--- config.mk ---
export PLATFORM = sky130hd
export DESIGN_NAME = control
export DESIGN_NICKNAME = d
export VERILOG_FILES = /design/src/ctl_pkg.sv /design/src/branch_cond.sv /design/src/byte_lane_gen.sv /design/src/control.sv /design/src/ir_decoder.sv /design/src/micro_sequencer.sv
export SDC_FILE = /design/constraint.sdc
export NUM_CORES = 1
export LEC_CHECK = 0
export ABC_AREA = 1
export BUFFER_PORTS_ARGS = -buffer_cell sky130_fd_sc_hd__buf_2
export CAP_MARGIN = 25
export CORE_MARGIN = 1.5
export CORE_UTILIZATION = 51
export DETAILED_ROUTE_END_ITERATION = 8
export PLACE_DENSITY_LB_ADDON = 0.3
export SYNTH_ARGS = -nofsm -noshare
export SYNTH_HDL_FRONTEND = slang
export SYNTH_SLANG_ARGS = --single-unit
--- constraint.sdc ---
create_clock -name clock -period 3.4 [get_ports clock]
set_clock_uncertainty 0.05 [all_clocks]
set_input_delay 0 -clock clock [delete_from_list [all_inputs] [get_ports clock]]
set_output_delay 0 -clock clock [all_outputs]
set_load 0.02 [all_outputs]
--- src/ctl_pkg.sv ---
package ctl_pkg;

  typedef logic [31:0] word_t;
  typedef logic [4:0]  reg_addr_t;
  typedef logic [7:0]  opcode_t;
  typedef logic [3:0]  lanes_t;
  typedef logic [2:0]  seq_t;

  typedef enum logic [2:0] {
    mode_reg    = 3'h0,
    mode_regind = 3'h1,
    mode_imm    = 3'h2
  } mode_t;

  typedef enum logic [2:0] {
    st_reset,
    st_fetch,
    st_eval,
    st_exception,
    st_halt
  } state_t;

  typedef enum logic [3:0] {
    cls_nop, cls_cmp, cls_inc, cls_dec, cls_unary, cls_alu3, cls_branch,
    cls_ldiu, cls_lda, cls_jmp, cls_load, cls_store, cls_illegal
  } op_class_t;

  typedef enum logic [1:0] {size_long, size_half, size_byte} access_size_t;

  typedef enum logic [2:0] {alu_add = 3'h2, alu_sub = 3'h3} alu_func_t;
  typedef enum logic [2:0] {alu2_reg = 3'h0, alu2_ind = 3'h1, alu2_one = 3'h2} alu2sel_t;

  typedef enum logic [3:0] {
    rs_alu   = 4'h0,
    rs_mdr   = 4'h1,
    rs_neg   = 4'h2,
    rs_com   = 4'h3,
    rs_mov   = 4'h4,
    rs_imm16 = 4'h6,
    rs_extb  = 4'h9,
    rs_exth  = 4'ha
  } regsel_t;

  typedef enum logic [2:0] {mdr_hold = 3'h0, mdr_bus = 3'h1, mdr_rega = 3'h3} mdrsel_t;
  typedef enum logic [1:0] {mar_hold = 2'h0, mar_bus = 2'h1, mar_alu = 2'h2} marsel_t;

  typedef enum logic [2:0] {
    pc_hold      = 3'h0,
    pc_inc       = 3'h1,
    pc_from_mar  = 3'h2,
    pc_relbranch = 3'h3,
    pc_from_alu  = 3'h4,
    pc_vector    = 3'h5
  } pcsel_t;

  localparam logic [2:0] alu1_reg = 3'h0;  // register port 1 into alu
  localparam logic addr_pc  = 1'b0;
  localparam logic addr_mar = 1'b1;

  // register mode opcodes
  localparam opcode_t op_nop  = 8'h50;
  localparam opcode_t op_cmp  = 8'h02;
  localparam opcode_t op_inc  = 8'h03;
  localparam opcode_t op_dec  = 8'h04;
  localparam opcode_t op_mov  = 8'h07;
  localparam opcode_t op_com  = 8'h08;
  localparam opcode_t op_neg  = 8'h09;
  localparam opcode_t op_extb = 8'h17;
  localparam opcode_t op_exth = 8'h18;
  localparam logic [3:0] op_alu3_hi = 4'h2;  // 0x2X group, func in low bits

  // immediate mode opcodes
  localparam opcode_t op_branch_last = 8'h0b;  // 0x00 up to here are branches
  localparam opcode_t op_ldiu        = 8'h0d;

  // register indirect low nibble, high nibble is don't care
  localparam logic [3:0] ind_st_l = 4'h0;
  localparam logic [3:0] ind_ld_l = 4'h1;
  localparam logic [3:0] ind_st_h = 4'h2;
  localparam logic [3:0] ind_ld_h = 4'h3;
  localparam logic [3:0] ind_st_b = 4'h4;
  localparam logic [3:0] ind_ld_b = 4'h5;
  localparam logic [3:0] ind_lda  = 4'ha;
  localparam logic [3:0] ind_jmp  = 4'hb;

  localparam logic [3:0] cc_always = 4'h0;
  localparam logic [3:0] cc_eq     = 4'h1;
  localparam logic [3:0] cc_ne     = 4'h2;
  localparam logic [3:0] cc_gtu    = 4'h3;
  localparam logic [3:0] cc_gt     = 4'h4;
  localparam logic [3:0] cc_ge     = 4'h5;
  localparam logic [3:0] cc_le     = 4'h6;
  localparam logic [3:0] cc_lt     = 4'h7;
  localparam logic [3:0] cc_geu    = 4'h8;
  localparam logic [3:0] cc_ltu    = 4'h9;
  localparam logic [3:0] cc_leu    = 4'ha;
  localparam logic [3:0] cc_never  = 4'hb;

  typedef struct packed {
    logic carry;
    logic negative;
    logic overflow;
    logic zero;
  } ccr_t;

  typedef struct packed {
    mode_t     mode;
    opcode_t   op;
    reg_addr_t ra;
    reg_addr_t rb;
    reg_addr_t rc;
  } ir_fields_t;

  typedef struct packed {
    op_class_t    cls;
    regsel_t      unary_sel;  // result select for the one cycle unary ops
    access_size_t size;
    logic [3:0]   cond;
  } decoded_t;

  typedef struct packed {
    reg_addr_t read_addr1;
    reg_addr_t read_addr2;
    reg_addr_t write_addr;
    logic      write;
  } reg_ports_t;

  typedef struct packed {
    alu_func_t  alu_func;
    logic [2:0] alu1sel;
    alu2sel_t   alu2sel;
    regsel_t    regsel;
    mdrsel_t    mdrsel;
    marsel_t    marsel;
    pcsel_t     pcsel;
    logic       addrsel;
    logic       ccr_write;
    logic       ir_write;
  } dp_ctl_t;

  typedef struct packed {
    logic   read;
    logic   write;
    lanes_t byteenable;
  } bus_ctl_t;

endpackage

--- src/branch_cond.sv ---
module branch_cond import ctl_pkg::*; (
  input  logic [3:0] cond,
  input  ccr_t       ccr,
  output logic       taken
);

  logic n_xor_v;  // signed less than

  assign n_xor_v = ccr.negative ^ ccr.overflow;

  always_comb begin
    case (cond)
      cc_always: taken = 1'b1;
      cc_eq:     taken = ccr.zero;
      cc_ne:     taken = ~ccr.zero;
      cc_gtu:    taken = ~(ccr.zero | ccr.carry);
      cc_gt:     taken = ~(ccr.zero | n_xor_v);
      cc_ge:     taken = ~n_xor_v;
      cc_le:     taken = ccr.zero | n_xor_v;
      cc_lt:     taken = n_xor_v;
      cc_geu:    taken = ~ccr.carry;
      cc_ltu:    taken = ccr.carry;
      cc_leu:    taken = ccr.carry | ccr.zero;
      cc_never:  taken = 1'b0;
      default:   taken = 1'b0;  // codes 0xc up are never decoded as branches
    endcase
  end

endmodule

--- src/byte_lane_gen.sv ---
module byte_lane_gen import ctl_pkg::*; (
  input  access_size_t size,
  input  logic [1:0]   bus_align,
  output lanes_t       lanes
);

  // big endian lane order
  always_comb begin
    case (size)
      size_half: begin
        lanes = bus_align[1] ? 4'b0011 : 4'b1100;
      end
      size_byte: begin
        lanes = 4'b1000 >> bus_align;  // lane 3 at offset 0
      end
      default: begin
        lanes = 4'b1111;
      end
    endcase
  end

endmodule

--- src/control.sv ---
module control import ctl_pkg::*; (
  input  logic       clock,
  input  logic       reset_n,
  input  word_t      ir,
  input  ccr_t       ccr,
  input  logic       bus_wait,
  input  logic       busfault,
  input  logic [1:0] bus_align,  // low address bits of the current access
  output dp_ctl_t    dp,
  output reg_ports_t regs,
  output bus_ctl_t   bus,
  output logic       halt
);

  ir_fields_t fields;
  decoded_t   decoded;
  logic       taken;
  lanes_t     lanes;

  ir_decoder u_decoder (
    .ir      (ir),
    .fields  (fields),
    .decoded (decoded)
  );

  branch_cond u_branch_cond (
    .cond  (decoded.cond),
    .ccr   (ccr),
    .taken (taken)
  );

  byte_lane_gen u_lanes (
    .size      (decoded.size),
    .bus_align (bus_align),
    .lanes     (lanes)
  );

  micro_sequencer u_sequencer (
    .clock    (clock),
    .reset_n  (reset_n),
    .fields   (fields),
    .decoded  (decoded),
    .taken    (taken),
    .lanes    (lanes),
    .bus_wait (bus_wait),
    .busfault (busfault),
    .dp       (dp),
    .regs     (regs),
    .bus      (bus),
    .halt     (halt)
  );

endmodule

--- src/ir_decoder.sv ---
module ir_decoder import ctl_pkg::*; (
  input  word_t      ir,
  output ir_fields_t fields,
  output decoded_t   decoded
);

  assign fields.mode = mode_t'(ir[31:29]);  // unlisted modes fall to illegal below
  assign fields.op   = ir[28:21];
  assign fields.ra   = ir[20:16];
  assign fields.rb   = ir[15:11];
  assign fields.rc   = ir[10:6];

  always_comb begin
    decoded.cls       = cls_illegal;
    decoded.unary_sel = rs_alu;
    decoded.size      = size_long;
    decoded.cond      = fields.op[3:0];  // branch code sits in the low nibble
    case (fields.mode)
      mode_reg: begin
        if (fields.op[7:4] == op_alu3_hi) begin
          decoded.cls = cls_alu3;
        end else begin
          case (fields.op)
            op_nop: decoded.cls = cls_nop;
            op_cmp: decoded.cls = cls_cmp;
            op_inc: decoded.cls = cls_inc;
            op_dec: decoded.cls = cls_dec;
            op_mov: begin
              decoded.cls       = cls_unary;
              decoded.unary_sel = rs_mov;
            end
            op_com: begin
              decoded.cls       = cls_unary;
              decoded.unary_sel = rs_com;
            end
            op_neg: begin
              decoded.cls       = cls_unary;
              decoded.unary_sel = rs_neg;
            end
            op_extb: begin
              decoded.cls       = cls_unary;
              decoded.unary_sel = rs_extb;
            end
            op_exth: begin
              decoded.cls       = cls_unary;
              decoded.unary_sel = rs_exth;
            end
            default: decoded.cls = cls_illegal;
          endcase
        end
      end
      mode_imm: begin
        if (fields.op <= op_branch_last) begin
          decoded.cls = cls_branch;
        end else if (fields.op == op_ldiu) begin
          decoded.cls = cls_ldiu;
        end
      end
      mode_regind: begin
        case (fields.op[3:0])
          ind_st_l: decoded.cls = cls_store;
          ind_ld_l: decoded.cls = cls_load;
          ind_st_h: begin
            decoded.cls  = cls_store;
            decoded.size = size_half;
          end
          ind_ld_h: begin
            decoded.cls  = cls_load;
            decoded.size = size_half;
          end
          ind_st_b: begin
            decoded.cls  = cls_store;
            decoded.size = size_byte;
          end
          ind_ld_b: begin
            decoded.cls  = cls_load;
            decoded.size = size_byte;
          end
          ind_lda: decoded.cls = cls_lda;
          ind_jmp: decoded.cls = cls_jmp;
          default: decoded.cls = cls_illegal;
        endcase
      end
      default: decoded.cls = cls_illegal;  // direct mode no longer supported
    endcase
  end

endmodule

--- src/micro_sequencer.sv ---
module micro_sequencer import ctl_pkg::*; (
  input  logic       clock,
  input  logic       reset_n,
  input  ir_fields_t fields,
  input  decoded_t   decoded,
  input  logic       taken,
  input  lanes_t     lanes,
  input  logic       bus_wait,    // stretches the current bus step
  input  logic       busfault,
  output dp_ctl_t    dp,
  output reg_ports_t regs,
  output bus_ctl_t   bus,
  output logic       halt
);

  state_t state;
  state_t state_next;
  seq_t   seq;
  seq_t   seq_next;
  logic   fault_q;
  logic   fault_next;
  logic   is_store;

  assign is_store = (decoded.cls == cls_store);
  assign halt     = (state == st_halt);

  always_ff @(posedge clock or negedge reset_n) begin
    if (!reset_n) begin
      state   <= st_reset;
      seq     <= '0;
      fault_q <= 1'b0;
    end else begin
      state   <= state_next;
      seq     <= seq_next;
      fault_q <= fault_next;
    end
  end

  always_comb begin
    state_next      = state;
    seq_next        = seq;
    fault_next      = fault_q;
    dp.alu_func     = alu_add;
    dp.alu1sel      = alu1_reg;
    dp.alu2sel      = alu2_reg;
    dp.regsel       = rs_alu;
    dp.mdrsel       = mdr_hold;
    dp.marsel       = mar_hold;
    dp.pcsel        = pc_hold;
    dp.addrsel      = addr_pc;
    dp.ccr_write    = 1'b0;
    dp.ir_write     = 1'b0;
    regs.read_addr1 = fields.ra;
    regs.read_addr2 = fields.rb;
    regs.write_addr = fields.ra;
    regs.write      = 1'b0;
    bus.read        = 1'b0;
    bus.write       = 1'b0;
    bus.byteenable  = 4'b1111;

    case (state)
      st_reset: begin
        case (seq)
          3'h0: begin
            dp.pcsel = pc_vector;  // point pc at the reset vector
            bus.read = 1'b1;
            if (busfault) begin
              state_next = st_exception;
              fault_next = 1'b1;
            end else if (!bus_wait) begin
              seq_next = 3'h1;
            end
          end
          3'h1: begin
            bus.read  = 1'b1;
            dp.marsel = mar_bus;  // mar <= vector contents
            seq_next  = 3'h2;
          end
          3'h2: begin
            dp.pcsel   = pc_from_mar;
            seq_next   = 3'h0;
            state_next = st_fetch;
          end
          default: state_next = st_halt;
        endcase
      end

      st_fetch: begin
        case (seq)
          3'h0: begin
            bus.read = 1'b1;
            if (busfault) begin
              state_next = st_exception;
              fault_next = 1'b1;
            end else if (!bus_wait) begin
              seq_next = 3'h1;
            end
          end
          3'h1: begin
            bus.read    = 1'b1;  // hold the bus while ir latches
            dp.ir_write = 1'b1;
            seq_next    = 3'h2;
          end
          3'h2: begin
            dp.pcsel   = pc_inc;
            seq_next   = 3'h0;
            state_next = st_eval;
          end
          default: state_next = st_halt;
        endcase
      end

      st_eval: begin
        case (decoded.cls)
          cls_nop: state_next = st_fetch;
          cls_cmp: begin
            dp.alu_func  = alu_sub;
            dp.ccr_write = 1'b1;
            state_next   = st_fetch;
          end
          cls_inc, cls_dec: begin
            if (seq == 3'h0) begin
              dp.alu2sel = alu2_one;  // ra +/- 1
              if (decoded.cls == cls_dec) begin
                dp.alu_func = alu_sub;
              end
              seq_next = 3'h1;
            end else begin
              regs.write = 1'b1;
              seq_next   = 3'h0;
              state_next = st_fetch;
            end
          end
          cls_unary: begin
            dp.regsel  = decoded.unary_sel;
            regs.write = 1'b1;
            state_next = st_fetch;
          end
          cls_alu3: begin
            dp.alu_func     = alu_func_t'(fields.op[2:0]);
            regs.read_addr1 = fields.rb;
            regs.read_addr2 = fields.rc;
            if (seq == 3'h0) begin
              seq_next = 3'h1;  // let the alu settle
            end else begin
              regs.write = 1'b1;
              seq_next   = 3'h0;
              state_next = st_fetch;
            end
          end
          cls_branch: begin
            dp.pcsel   = taken ? pc_relbranch : pc_hold;
            state_next = st_fetch;
          end
          cls_ldiu: begin
            dp.regsel  = rs_imm16;
            regs.write = 1'b1;
            state_next = st_fetch;
          end
          cls_lda, cls_jmp: begin
            if (seq == 3'h0) begin
              regs.read_addr1 = fields.rb;
              dp.alu2sel      = alu2_ind;  // rb + displacement
              seq_next        = 3'h1;
            end else begin
              if (decoded.cls == cls_jmp) begin
                dp.pcsel = pc_from_alu;
              end else begin
                regs.write = 1'b1;
              end
              seq_next   = 3'h0;
              state_next = st_fetch;
            end
          end
          cls_load, cls_store: begin
            dp.addrsel = addr_mar;
            case (seq)
              3'h0: begin
                regs.read_addr1 = fields.rb;
                dp.alu2sel      = alu2_ind;
                seq_next        = 3'h1;
              end
              3'h1: begin
                dp.marsel = mar_alu;
                if (is_store) begin
                  dp.mdrsel = mdr_rega;  // store data from ra
                end
                seq_next = 3'h2;
              end
              3'h2: begin
                if (is_store) begin
                  bus.write = 1'b1;
                end else begin
                  bus.read  = 1'b1;
                  dp.mdrsel = mdr_bus;
                end
                if (decoded.size != size_long) begin
                  bus.byteenable = lanes;
                end
                if (busfault) begin
                  state_next = st_exception;
                  fault_next = 1'b1;
                end else if (!bus_wait) begin
                  seq_next = 3'h3;
                end
              end
              3'h3: begin
                if (!is_store) begin
                  dp.regsel  = rs_mdr;
                  regs.write = 1'b1;
                end
                seq_next   = 3'h0;
                state_next = st_fetch;
              end
              default: state_next = st_halt;
            endcase
          end
          default: state_next = st_halt;  // undefined instruction
        endcase
      end

      st_exception: begin
        // leave the handler address in pc for inspection after halt
        if (fault_q) begin
          dp.pcsel = pc_vector;
        end
        state_next = st_halt;
      end

      st_halt: state_next = st_halt;
      default: state_next = st_halt;
    endcase
  end

endmodule

==> parameters.txt <==
Parameter                              Value

Finish
  Fill cell count ... between 300 and 400
  Layout-stage area growth over the synthesis result ... 21.3%
  Final standard cell area without fillers ... roughly 2200 um^2
  Count of antenna diodes in the layout ... 0
  Core Util, Final ... between 60% and 70%
  Final std cells w/o fill ... ~450
  Share of post-route cells with drive strength above 1 ... about 30%
  Combined area of the multi-input logic cells ... 1400 um^2
  Footprint of the flip-flops and latches ... ~150 um^2
  Post-layout net count ... 458

Drt
  Per-cell via count in the routed design ... ~5.3
  Routed wire length per instance ... around 11 um
  Antenna violation net count after detailed routing ... 0
  Detailed-route DRC error count ... 0
  Total wirelength of the detailed-routed design ... slightly above 5000 um
  TritonRoute pass-1 iters ... 6
  Iteration-0 DRC count of the detailed router ... ~120
  Overall via count from detail_route ... 2397

Synthesis
  Leading post-synthesis cells by cell area ... sky130_fd_sc_hd__nand2_1 (19%), sky130_fd_sc_hd__inv_1 (9.0%), sky130_fd_sc_hd__dfrtp_1 (8.1%)
  Instance count of the mapped netlist ... roughly 330
  Post-synthesis cell area ... approximately 1800 um^2
  Share of the synthesized area in the top cell type ... 18.5%
  Number of unique standard cell types used by synthesis ... a little over 40
  Yosys warning total ... 0
  Cell type contributing the most total cell area after synthesis ... sky130_fd_sc_hd__nand2_1
  Syn_area_per_cell ... between 5 and 6 um^2
  Share of the yosys chip area belonging to registers ... just over 8%
  Flop and latch count out of synthesis ... 6

Timing
  Setup repair after global routing missed its margin ... no
  Period Utilization, post-route ... 69.8%
  Setup violators final ... 0
  Final period demand of the worst path ... between 2 and 2.5 ns
  Post-Route Hold Slack ... 0.0637 ns
  Sum of negative setup slack ... 0 ns
  Final hold violations ... 0
  Highest achievable clock rate ... about 0.42 GHz
  Final WS setup ... between 1 and 1.5 ns
  Final slew viol count ... 0

Critical path
  Worst EP required ... roughly 3.4 ns
  Critical Path AT ... ~2.3 ns
  Crit-path cells ... inv_2 > nor3_4 > inv_4 > nor2_4 > inv_2 > nor2_4 > nand2_1 > a21oi_1 > o21ai_0 > buf_2
  Crit. End Element ... primary output
  Crit path launch type ... flip-flop
  Minimum setup slack among reg-to-reg paths ... 1.32 ns
  Largest stage delay, worst path ... around 0.45 ns
  Critical path start-end classification ... flip-flop to primary output
  Critical path fanouts, max ... 10
  Slowest cell on the critical path ... sky130_fd_sc_hd__dfrtp_1

Clock tree
  Clock tree from TritonCTS ... done
  Number of post-CTS setup repair buffers ... 0
  Latest clock arrival within the worst-skew pair ... 0.24 ns
  Clock transition at the registers of the reported paths ... around 0.050 ns
  Number of levels in the clock H-tree ... 1
  Number of buffers added by the clock tree synthesis step ... 3
  Maximum number of buffers from clock root to sink ... 2
  CTS Sinks ... 6
  Clock Root Buffer ... sky130_fd_sc_hd__clkbuf_4

Power
  Switching Share ... 42.2%
  Highest ir drop seen on vdd ... around 0.16 mV
  Portion of total power attributed to the clock network ... between 20% and 30%
  Lkg Pwr ... around 1.2 nW
  Total Power ... 0.272 mW
  Sequential share of power ... between 20 and 30%
  Internal cell power ... 0.157 mW
  P per Cell Area ... approximately 120 nW/um^2
  Combinational Power Share ... about half
  Switching component of the power ... roughly 0.11 mW

Outcome
  Outcome ... finished clean

GRT
  Vias in the first global route ... about 1900
  Largest net degree at the start of global routing ... 14
  Wire length of the first global-routing pass ... 8250 um
  Total global-route track usage ... 24.8%
  Number of antenna violations at the first check in global routing ... 0
  Congestion Overflow GR ... 0

Place
  Number of buffer cells added on primary ports ... 77
  Worst slack at placement ... about 1.3 ns
  Number of placed instances with taps included ... around 450
  Global placement routability congestion ... just over 0.9
  Placed wire-length estimate after detailed placement ... around 4200 um
  Instance area at placement ... roughly 2200 um^2

Floorplanning
  Std cell rows ... 21
  Effective utilization at floorplan ... 54.4%
  Total die area ... between 3000 and 4000 um^2
  Height of the die ... between 60 and 70 um
  Die width ... 63.1 um
  Io pins ... just under 90
  Total core area ... roughly 3400 um^2

Run
  Max_cap viols ... 0

Hold path
  Worst hold-check path type ... primary input to flip-flop
[Yosys cell counts (all sizes together)]
cell type,instances
nand2,101
ha,9
nand3,24
nand4,7
o31ai,2
clkbuf,1
a211oi,1
o21ai,20
a31oi,2
nor3,10
nor2,46
a21boi,1
or2,3
buf,12
inv,54
o22ai,1
xnor2,1
o211ai,10
o41ai,1
a22oi,1
conb,1
o21a,1
clkinv,1
o311ai,1
nor4,2
dfrtp,6
a21oi,13
a221oi,1
[worst paths after layout]
| path | start | to | depth (start not counted) |
|---|---|---|---|
| max | u_sequencer.state[1] | bus[0] | 10 |
| min in group asynchronous | reset_n | u_sequencer.state[1] | 2 |
| max reg2reg | u_sequencer.state[1] | u_sequencer.seq[1] | 9 |
| min | bus_wait | u_sequencer.seq[0] | 4 |
| min reg2reg | u_sequencer.fault_q | u_sequencer.fault_q | 2 |
| max in group asynchronous | reset_n | u_sequencer.fault_q | 2 |
[cells by family after synthesis]
kind of cell / share of synthesized area, %
xor gates and xnor gates: 0.475
other: 0.203
buffers and inverters: 16.6
adders and majority gates: 6.11
DFF: 8.14
AOI/OAI and AO/OA: 18.5
and+or+nand+nor: 49.9
[registers in the layout (all words and copies together) (netlist names)]
name and count:
u_sequencer.state 3, u_sequencer.seq 2, u_sequencer.fault_q 1
[worst max-delay path: cells and delay by family, from the launching register on]
family                 cells  cell delay [ns]
buffers and inverters      4             0.50
AO/OA/AOI/OAI              2             0.25
AND/OR/NAND/NOR            4             0.86
flip-flops                 1             0.45
[layout by cell type (no fill, tap or decap), types with 9 or more instances in the layout]
master,Yosys,routed
sky130_fd_sc_hd__a21oi_1,12,12
sky130_fd_sc_hd__buf_2,0,77
sky130_fd_sc_hd__ha_1,9,9
sky130_fd_sc_hd__inv_1,44,44
sky130_fd_sc_hd__inv_2,9,9
sky130_fd_sc_hd__nand2_1,91,91
sky130_fd_sc_hd__nand2_2,9,9
sky130_fd_sc_hd__nand3_1,20,20
sky130_fd_sc_hd__nor2_1,35,35
sky130_fd_sc_hd__o211ai_1,10,10
sky130_fd_sc_hd__o21ai_0,14,14
[layer usage]
layer | GRT usage, % | vias up | routed length (um)
met5 | 0 | - | 0
met4 | 2.50 | 0 | 0
met3 | 4.46 | 0 | 582
met2 | 40.6 | 141 | 2210
met1 | 34.9 | 1039 | 2250
li1 | - | 1217 | -
[layout make-up]
type / count / area share, %
clock buffers: 3 / 1.01
inverters: 55 / 9.34
multi-input cells: 263 / 62.7
flip-flops and latches: 6 / 6.71
well taps: 46 / 2.57
repair buffers: 78 / 17.7
[power groups by stage]
| stage | Clock, mW | Combinational (mW) | Sequential (mW) |
|---|---|---|---|
| 2_1_floorplan | 0 | 0.0894 | 0.0746 |
| 3_3_place_gp | 0 | 0.127 | 0.0748 |
| 3_5_place_dp | 0 | 0.129 | 0.0749 |
| 4_1_cts | 0.0688 | 0.131 | 0.0737 |
| 5_1_grt | 0.0753 | 0.146 | 0.0737 |
| 6_report | 0.0665 | 0.132 | 0.0737 |
[what timing repair did]
action | 4_1_cts | 5_1_grt
hold buffers | 1 | 0
hold endpoints to repair | 6 | 0
resized for setup | 0 | 0
No activity file was read; power rests on OpenSTA's default activity.
